==> src/logic/rename_pkg.sv <==
`default_nettype none

package rename_pkg;

    // register counts; 32 rob slots against 32 spare physical registers
    localparam int ARCH_REGS = 32;
    localparam int PHYS_REGS = 64;
    localparam int ROB_DEPTH = 32;

    typedef logic [$clog2(ARCH_REGS)-1:0] arch_reg_t; // x0..x31
    typedef logic [$clog2(PHYS_REGS)-1:0] phys_reg_t; // p0..p63
    typedef logic [$clog2(ROB_DEPTH)-1:0] rob_idx_t;  // wraps modulo ROB_DEPTH

endpackage : rename_pkg

`default_nettype wire
==> src/logic/rename_core.sv <==
`timescale 1ns/1ps
`default_nettype none

module rename_core
import rename_pkg::*;
(
    input  wire logic      clk,
    input  wire logic      rst,

    input  wire logic      disp_valid_i,
    input  wire logic      disp_we_i,
    input  wire arch_reg_t disp_rd_i,
    input  wire arch_reg_t disp_rs1_i,
    input  wire arch_reg_t disp_rs2_i,

    input  wire logic      cdb_valid_i,
    input  wire rob_idx_t  cdb_rob_idx_i,

    output logic           ren_valid_o,
    output rob_idx_t       ren_rob_idx_o,
    output phys_reg_t      ren_pd_o,
    output phys_reg_t      ren_ps1_o,
    output phys_reg_t      ren_ps2_o,
    output logic           ren_ps1_ready_o,
    output logic           ren_ps2_ready_o,

    output logic           credit_o,
    output logic           commit_valid_o,
    output rob_idx_t       commit_rob_idx_o,
    output logic           commit_we_o,
    output arch_reg_t      commit_rd_o,
    output phys_reg_t      commit_pd_o,
    output phys_reg_t      commit_old_pd_o
);

    logic       disp_writer;
    phys_reg_t  fl_head_pd;
    phys_reg_t  alloc_pd;
    rob_idx_t   disp_rob_idx;
    phys_reg_t  ps1;
    phys_reg_t  ps2;
    logic       ps1_ready;
    logic       ps2_ready;
    logic       wakeup_valid;
    phys_reg_t  wakeup_pd;
    logic       retire;
    logic       retire_we;
    arch_reg_t  retire_rd;
    phys_reg_t  retire_pd;
    phys_reg_t  old_pd;

    assign disp_writer = disp_we_i && (disp_rd_i != '0); // x0 never renamed
    assign alloc_pd    = disp_writer ? fl_head_pd : '0;

    rename_map rename_map_i (
        .clk(clk), .rst(rst),
        .alloc_valid_i(disp_valid_i && disp_writer),
        .alloc_rd_i(disp_rd_i), .alloc_pd_i(alloc_pd),
        .rs1_i(disp_rs1_i), .rs2_i(disp_rs2_i),
        .wakeup_valid_i(wakeup_valid), .wakeup_pd_i(wakeup_pd),
        .ps1_o(ps1), .ps2_o(ps2),
        .ps1_ready_o(ps1_ready), .ps2_ready_o(ps2_ready)
    );

    free_list free_list_i (
        .clk(clk), .rst(rst),
        .pop_i(disp_valid_i && disp_writer),
        .push_i(retire && retire_we), .push_pd_i(old_pd), // old mapping returns
        .head_pd_o(fl_head_pd)
    );

    reorder_buffer reorder_buffer_i (
        .clk(clk), .rst(rst),
        .disp_valid_i(disp_valid_i), .disp_we_i(disp_writer),
        .disp_rd_i(disp_rd_i), .disp_pd_i(alloc_pd), .disp_rob_idx_o(disp_rob_idx),
        .cdb_valid_i(cdb_valid_i), .cdb_rob_idx_i(cdb_rob_idx_i),
        .wakeup_valid_o(wakeup_valid), .wakeup_pd_o(wakeup_pd),
        .retire_o(retire), .retire_we_o(retire_we),
        .retire_rd_o(retire_rd), .retire_pd_o(retire_pd),
        .credit_o(credit_o), .commit_valid_o(commit_valid_o),
        .commit_rob_idx_o(commit_rob_idx_o)
    );

    retire_map retire_map_i (
        .clk(clk), .rst(rst),
        .retire_i(retire), .retire_we_i(retire_we),
        .retire_rd_i(retire_rd), .retire_pd_i(retire_pd),
        .old_pd_o(old_pd)
    );

    always_ff @(posedge clk) begin
        if (rst) begin
            ren_valid_o <= 1'b0;
        end else begin
            ren_valid_o <= disp_valid_i;
        end
    end

    // rename results and commit fields, one cycle behind
    always_ff @(posedge clk) begin
        ren_rob_idx_o   <= disp_rob_idx;
        ren_pd_o        <= alloc_pd;
        ren_ps1_o       <= ps1;
        ren_ps2_o       <= ps2;
        ren_ps1_ready_o <= ps1_ready;
        ren_ps2_ready_o <= ps2_ready;
        commit_we_o     <= retire_we;
        commit_rd_o     <= retire_rd;
        commit_pd_o     <= retire_pd;
        commit_old_pd_o <= old_pd;
    end

endmodule : rename_core

`default_nettype wire

==> src/logic/retire_map.sv <==
`timescale 1ns/1ps
`default_nettype none

module retire_map
import rename_pkg::*;
(
    input  wire logic      clk,
    input  wire logic      rst,

    input  wire logic      retire_i,
    input  wire logic      retire_we_i,
    input  wire arch_reg_t retire_rd_i,
    input  wire phys_reg_t retire_pd_i,

    output phys_reg_t      old_pd_o
);

    phys_reg_t  rrat [ARCH_REGS]; // committed mapping

    // mapping being replaced, freed by the caller
    assign old_pd_o = rrat[retire_rd_i];

    always_ff @(posedge clk) begin
        if (rst) begin
            for (int i = 0; i < ARCH_REGS; i++) begin
                rrat[i] <= phys_reg_t'(i);
            end
        end else if (retire_i && retire_we_i) begin
            rrat[retire_rd_i] <= retire_pd_i;
        end
    end

endmodule : retire_map

`default_nettype wire

==> src/logic/reorder_buffer.sv <==
`timescale 1ns/1ps
`default_nettype none

module reorder_buffer
import rename_pkg::*;
(
    input  wire logic      clk,
    input  wire logic      rst,

    input  wire logic      disp_valid_i,
    input  wire logic      disp_we_i,
    input  wire arch_reg_t disp_rd_i,
    input  wire phys_reg_t disp_pd_i,
    output rob_idx_t       disp_rob_idx_o,

    input  wire logic      cdb_valid_i,
    input  wire rob_idx_t  cdb_rob_idx_i,
    output logic           wakeup_valid_o,
    output phys_reg_t      wakeup_pd_o,

    output logic           retire_o,
    output logic           retire_we_o,
    output arch_reg_t      retire_rd_o,
    output phys_reg_t      retire_pd_o,

    output logic           credit_o,
    output logic           commit_valid_o,
    output rob_idx_t       commit_rob_idx_o
);

    typedef logic [$clog2(ROB_DEPTH):0] rob_count_t;

    logic [ROB_DEPTH-1:0]   busy;   // slot allocated
    logic [ROB_DEPTH-1:0]   done;   // completion seen
    logic [ROB_DEPTH-1:0]   ent_we; // writer flag
    arch_reg_t              ent_rd [ROB_DEPTH];
    phys_reg_t              ent_pd [ROB_DEPTH];

    rob_idx_t               rob_head;
    rob_idx_t               rob_tail;
    rob_count_t             rob_count;

    assign disp_rob_idx_o = rob_tail;

    // completion forwards its destination to the ready table
    assign wakeup_valid_o = cdb_valid_i && ent_we[cdb_rob_idx_i];
    assign wakeup_pd_o    = ent_pd[cdb_rob_idx_i];

    // head retires once done
    assign retire_o    = busy[rob_head] && done[rob_head];
    assign retire_we_o = ent_we[rob_head];
    assign retire_rd_o = ent_rd[rob_head];
    assign retire_pd_o = ent_pd[rob_head];

    // entry payload, no reset
    always_ff @(posedge clk) begin
        if (disp_valid_i) begin
            ent_we[rob_tail] <= disp_we_i;
            ent_rd[rob_tail] <= disp_rd_i;
            ent_pd[rob_tail] <= disp_pd_i;
        end
    end

    always_ff @(posedge clk) begin
        if (rst) begin
            busy      <= '0;
            done      <= '0;
            rob_head  <= '0;
            rob_tail  <= '0;
            rob_count <= '0;
        end else begin
            if (disp_valid_i) begin
                busy[rob_tail] <= 1'b1;
                done[rob_tail] <= 1'b0;
                rob_tail       <= rob_tail + 1'b1;
            end
            if (cdb_valid_i) begin
                done[cdb_rob_idx_i] <= 1'b1;
            end
            if (retire_o) begin
                busy[rob_head] <= 1'b0;
                done[rob_head] <= 1'b0;
                rob_head       <= rob_head + 1'b1;
            end
            rob_count <= rob_count + rob_count_t'(disp_valid_i) - rob_count_t'(retire_o);
        end
    end

    // commit strobe and credit return, one cycle after retirement
    always_ff @(posedge clk) begin
        if (rst) begin
            credit_o       <= 1'b0;
            commit_valid_o <= 1'b0;
        end else begin
            credit_o       <= retire_o;
            commit_valid_o <= retire_o;
        end
    end

    always_ff @(posedge clk) begin
        commit_rob_idx_o <= rob_head;
    end

    // sender must hold a credit for every dispatch
    no_disp_full_a: assert property (
        @(posedge clk) disable iff (rst)
        disp_valid_i |-> (rob_count != rob_count_t'(ROB_DEPTH))
    ) else $error("dispatch without a credit");

    cdb_target_live_a: assert property (
        @(posedge clk) disable iff (rst)
        cdb_valid_i |-> (busy[cdb_rob_idx_i] && !done[cdb_rob_idx_i])
    ) else $error("completion of an idle or already completed entry");

endmodule : reorder_buffer

`default_nettype wire

==> src/logic/free_list.sv <==
`timescale 1ns/1ps
`default_nettype none

module free_list
import rename_pkg::*;
(
    input  wire logic      clk,
    input  wire logic      rst,

    input  wire logic      pop_i,
    input  wire logic      push_i,
    input  wire phys_reg_t push_pd_i,

    output phys_reg_t      head_pd_o
);

    typedef logic [$clog2(PHYS_REGS)-1:0] fl_ptr_t;
    typedef logic [$clog2(PHYS_REGS):0]   fl_count_t;

    phys_reg_t  fl_mem [PHYS_REGS];
    fl_ptr_t    fl_head;
    fl_ptr_t    fl_tail;
    fl_count_t  fl_count;

    assign head_pd_o = fl_mem[fl_head]; // next register to hand out

    always_ff @(posedge clk) begin
        if (rst) begin
            for (int i = 0; i < PHYS_REGS - ARCH_REGS; i++) begin
                fl_mem[i] <= phys_reg_t'(ARCH_REGS + i); // p32..p63
            end
            fl_head  <= '0;
            fl_tail  <= fl_ptr_t'(PHYS_REGS - ARCH_REGS);
            fl_count <= fl_count_t'(PHYS_REGS - ARCH_REGS);
        end else begin
            if (push_i) begin
                fl_mem[fl_tail] <= push_pd_i;
                fl_tail         <= fl_tail + 1'b1;
            end
            if (pop_i) begin
                fl_head <= fl_head + 1'b1;
            end
            fl_count <= fl_count + fl_count_t'(push_i) - fl_count_t'(pop_i);
        end
    end

    // credits bound in-flight writers to ROB_DEPTH, so a pop always finds a register
    no_pop_empty_a: assert property (
        @(posedge clk) disable iff (rst)
        pop_i |-> (fl_count != '0)
    ) else $error("free list popped while empty");

    no_push_full_a: assert property (
        @(posedge clk) disable iff (rst)
        push_i |-> (fl_count != fl_count_t'(PHYS_REGS))
    ) else $error("free list pushed while full");

endmodule : free_list

`default_nettype wire

==> src/logic/rename_map.sv <==
`timescale 1ns/1ps
`default_nettype none

module rename_map
import rename_pkg::*;
(
    input  wire logic      clk,
    input  wire logic      rst,

    input  wire logic      alloc_valid_i,
    input  wire arch_reg_t alloc_rd_i,
    input  wire phys_reg_t alloc_pd_i,

    input  wire arch_reg_t rs1_i,
    input  wire arch_reg_t rs2_i,

    input  wire logic      wakeup_valid_i,
    input  wire phys_reg_t wakeup_pd_i,

    output phys_reg_t      ps1_o,
    output phys_reg_t      ps2_o,
    output logic           ps1_ready_o,
    output logic           ps2_ready_o
);

    phys_reg_t              spec_map [ARCH_REGS]; // speculative rat
    logic [PHYS_REGS-1:0]   ready_q;              // one bit per physical reg

    // p0 is hardwired zero, a same-cycle wakeup forwards
    function automatic logic src_ready(input phys_reg_t pr);
        logic rdy;
        rdy = (pr == '0) || ready_q[pr];
        rdy = rdy || (wakeup_valid_i && (wakeup_pd_i == pr));
        return rdy;
    endfunction

    always_comb begin
        ps1_o       = spec_map[rs1_i]; // lookup before this inst's own write
        ps2_o       = spec_map[rs2_i];
        ps1_ready_o = src_ready(ps1_o);
        ps2_ready_o = src_ready(ps2_o);
    end

    always_ff @(posedge clk) begin
        if (rst) begin
            for (int i = 0; i < ARCH_REGS; i++) begin
                spec_map[i] <= phys_reg_t'(i); // identity mapping
            end
            for (int i = 0; i < PHYS_REGS; i++) begin
                ready_q[i] <= (i < ARCH_REGS); // committed regs hold values
            end
        end else begin
            if (wakeup_valid_i) begin
                ready_q[wakeup_pd_i] <= 1'b1;
            end
            if (alloc_valid_i) begin
                spec_map[alloc_rd_i] <= alloc_pd_i;
                ready_q[alloc_pd_i]  <= 1'b0; // new producer pending
            end
        end
    end

    // a woken register is owned by an in-flight entry, so it cannot be on the free list
    wakeup_alloc_disjoint_a: assert property (
        @(posedge clk) disable iff (rst)
        !(wakeup_valid_i && alloc_valid_i && (wakeup_pd_i == alloc_pd_i))
    ) else $error("wakeup and allocation hit the same physical register");

endmodule : rename_map

`default_nettype wire

==> config.mk <==
export PLATFORM = sky130hd
export DESIGN_NAME = rename_core
export DESIGN_NICKNAME = d
export VERILOG_FILES = /design/src/logic/rename_pkg.sv /design/src/logic/rename_core.sv /design/src/logic/retire_map.sv /design/src/logic/reorder_buffer.sv /design/src/logic/free_list.sv /design/src/logic/rename_map.sv
export SDC_FILE = /design/constraint.sdc
export NUM_CORES = 2
export LEC_CHECK = 0
export BUFFER_PORTS_ARGS = -buffer_cell sky130_fd_sc_hd__buf_2
export CAP_MARGIN = 15
export CORE_ASPECT_RATIO = 0.9
export CORE_MARGIN = 4
export CORE_UTILIZATION = 30
export CTS_BUF_LIST = sky130_fd_sc_hd__clkbuf_2
export CTS_CLUSTER_DIAMETER = 80
export DETAILED_ROUTE_END_ITERATION = 10
export HOLD_SLACK_MARGIN = 0.15
export PLACE_DENSITY = 0.46
export SETUP_SLACK_MARGIN = 0.05
export SYNTH_ARGS = -nofsm -noshare
export SYNTH_HDL_FRONTEND = slang
export SYNTH_SLANG_ARGS = --single-unit
==> constraint.sdc <==
create_clock -name clk -period 3.7 [get_ports clk]
set_input_delay 0.74 -clock clk [delete_from_list [all_inputs] [get_ports clk]]
set_output_delay 0.74 -clock clk [all_outputs]
set_load 0.01 [all_outputs]
==> impl_metrics.toml <==
[synth]
yosysSeqAreaShare_pct = 62.89
yosysWarnings = 0
netlist_instances = 4265
synth-seq-cells = 1363
netlist_area_mm2 = 0.06172
synthDistinctLibCells = 80
synth_edf_count = 1152
avgSynthCellArea_um2 = 14.47
synth_flop_cell = "edfxtp_1"
async_flop_share_pct = 0

[detailed_routing]
dr.pass1.iters = 6
route.detailed.drc = 0
drt-initial-drc-count = 3561
viasPerCell = 5.169
routedWlPerCell_um = 25.53
wirelength_mm = 206.3
vias = 41772
antenna_left = 0

[grt]
grt-ovfl-total = 0
antenna_found_initial = 9
grt_pass1_vias = 42490
track_usage_pct = 18.83
grt_pass1_wl_mm = 296.2
grt_start_max_net_pins = 114

[timing]
worst_pin_slew_ns = 1.221
relSlewSlack_pct = 18.60
finalCriticalPeriod_ns = 4.027
final_max_slew_viol_count = 0
fin_ws_ns = -0.3266
achievable-frequency_mhz = 248.3
setup_tns_ns = -79.13
rsz0062_at_grt = "yes"
fin_crit_sh_pct = 108.8
clock_skew_ns = 0.1314
setup_viol = 437
hold_viol = 0
holdWs_ns = 0.3889

[worst_setup_path]
setup.worst_path.end_class = "register"
critPathKind = "register to register"
r2r_slack_ns = -0.33
cp_max_fo = 11
crit_arrival_ns = 5.55
crit_required_ns = 5.22
r2r_end = "free_list_i.fl_mem[19][3]$_SDFFCE_PN0P_"
start_kind = "register"
ff2ff_path_depth = 15

[placement]
globalplace.congestion = 0.8551
place_inst = 7291
dpl.hpwl_mm = 135.9
io_buffers = 75
dpl_worst_slack_ns = -0.4602
post_dp_cell_area_mm2 = 0.06956

[clock_network]
cts_buffer_depth = 4
clk_pin_slew_worst_paths_ns = 0.11
clk-insertion-delay-late_ns = 1.80
cts_root_buf = "clkbuf_2"
clock-sinks = 1363
cts_buffers = 374
htreeDepth = 5
cts_tree = "yes"

[floorplan]
rows = 157
die_h_um = 438.3
io_pins = 76
core_mm2 = 0.2041
dieArea_mm2 = 0.2131
die_w_um = 486.1
initial_core_util_pct = 30.24

[job]
maxCapViolCount = 0

[status]
outcome = "complete, but fails checks"
violations = "setup timing"

[power]
ir_worst_vdd_mv = 0.3354
leakage_nw = 25.10
power_density_mw_per_mm2 = 421.6
finalPower_mw = 31.64

[min_path]
hold_path.class = "input pin to register"
min_to = "reorder_buffer_i.done[5]$_SDFF_PP0_"
hp-start = "cdb_rob_idx_i[0]"
whs_path_depth = 8

[final_layout]
drive_above_1_share_pct = 36.13
final_util_pct = 36.76
stdcell_area_mm2 = 0.07504
stdcell_count = 8081
nets = 5129
synthToLayoutAreaGrowth_pct = 21.58
==> routing by layer <==
layer  wire [µm]  share of wire [%]  GRT usage [%]
met5           0                  0              0
met4        4315                2.1          4.822
met3       11980                5.8          3.328
met2       94280                 46          28.95
met1       95710                 46          27.52
==> cells in the final DEF, fill, tap and decap left out, types with 18 or more instances in the layout <==
cell	count
nand4_1	18
nor3_2	40
dfxtp_1	202
mux2i_1	193
nor2_1	444
clkinv_1	77
nor2b_1	32
clkbuf_2	543
a21oi_1	103
nor3_1	58
buf_2	74
mux4_2	388
a211oi_1	87
buf_12	85
buf_4	487
nor2_2	22
and2_1	35
nand2b_1	97
clkinv_2	20
or2_2	56
dlygate4sd3_1	63
a221oi_1	30
a22oi_1	43
nand3_1	120
nand2_1	377
o21ai_0	43
buf_6	26
inv_1	38
edfxtp_1	1152
mux2_2	34
mux2i_4	18
o22ai_1	42
==> synth_stat cells (78+ instances only) <==
master    count  area share (%)
a211oi_1     88             1.1
a21oi_1     105            0.85
clkbuf_1    193             1.2
dfxtp_1     211             6.8
edfxtp_1   1152              56
mux2i_1     217             3.5
mux4_2      388              14
nand2_1     392             2.4
nand2b_1    105             1.1
nand3_1     122            0.99
nor2_1      469             2.9
nor3_1       78            0.63
==> worst max path at each step <==
stage / startpoint / end / slack [ns] / cells after the start
2_1_floorplan: register / free_list_i.fl_mem[12][5]$_SDFFCE_PN1P_ / -0.24 / 14
3_3_place_gp: register / free_list_i.fl_mem[0][4]$_SDFFCE_PN0P_ / -0.41 / 13
3_5_place_dp: register / free_list_i.fl_mem[0][4]$_SDFFCE_PN0P_ / -0.46 / 13
4_1_cts: register / free_list_i.fl_mem[38][0]$_DFFE_PP_ / -0.35 / 14
5_1_grt: register / free_list_i.fl_mem[8][3]$_SDFFCE_PN1P_ / -0.39 / 14
6_report: register / free_list_i.fl_mem[19][3]$_SDFFCE_PN0P_ / -0.33 / 15
==> where the power goes <==
group / switching [mW] / internal [mW]
clock: 6.55 / 4.05
combinational: 2.32 / 1.66
sequential: 0.124 / 16.9
total: 9.00 / 22.6
==> final cells by class <==
| class | instances | area [µm²] |
|---|---|---|
| Antenna cell | 11 | 27.53 |
| Clock buffer | 543 | 2718 |
| Clock inverter | 106 | 479.2 |
| Fill cell | 19640 | 129100 |
| Inverter | 46 | 183.9 |
| Multi-Input combinational cell | 2556 | 22350 |
| Sequential cell | 1363 | 38840 |
| Tap cell | 2703 | 3382 |
| Timing Repair Buffer | 753 | 7057 |
==> state kept, by name (all words and copies together) (netlist names), 32 cells and up, named ones only <==
signal,flops
reorder_buffer_i.ent_pd,192
reorder_buffer_i.ent_rd,160
reorder_buffer_i.busy,32
reorder_buffer_i.done,32
rename_map_i.spec_map,192
rename_map_i.ready_q,64
free_list_i.fl_mem,384
reorder_buffer_i.ent_we,32
retire_map_i.rrat,192
==> kinds of logic after synthesis <==
logic type                 after synthesis  share of synthesized area, %
other                                    1                      0.006076
muxes                                  640                         18.32
and+or+nand+nor                       1419                         10.74
AOI/OAI and AO/OA                      451                         4.961
buffers and inverters                  354                         2.496
adders and majority gates               10                        0.2027
xor gates and xnor gates                27                        0.3832
DFF                                   1363                         62.89
==> worst max-delay path, cell delays in order (launching register included) <==
cell      delay, ns
dfxtp_4        0.42
buf_12         0.15
mux4_2         0.49
mux4_2         0.51
mux2i_4        0.19
buf_12         0.15
buf_12         0.15
buf_6          0.12
mux2i_4        0.23
o22ai_1        0.11
a221o_1        0.33
a221oi_4       0.33
nand2_8        0.08
buf_2          0.19
buf_4          0.15
and2_1         0.13
==> timing repair <==
item / CTS / global route
pin swaps: 3 / 27
hold endpoints to repair: 2137 / 0
cloned: 0 / 15
setup endpoints to repair: 699 / 1118
resized for setup: 46 / 152
hold buffers: 63 / 0
setup buffers: 10 / 43
Power figures use the tool's default switching activity.
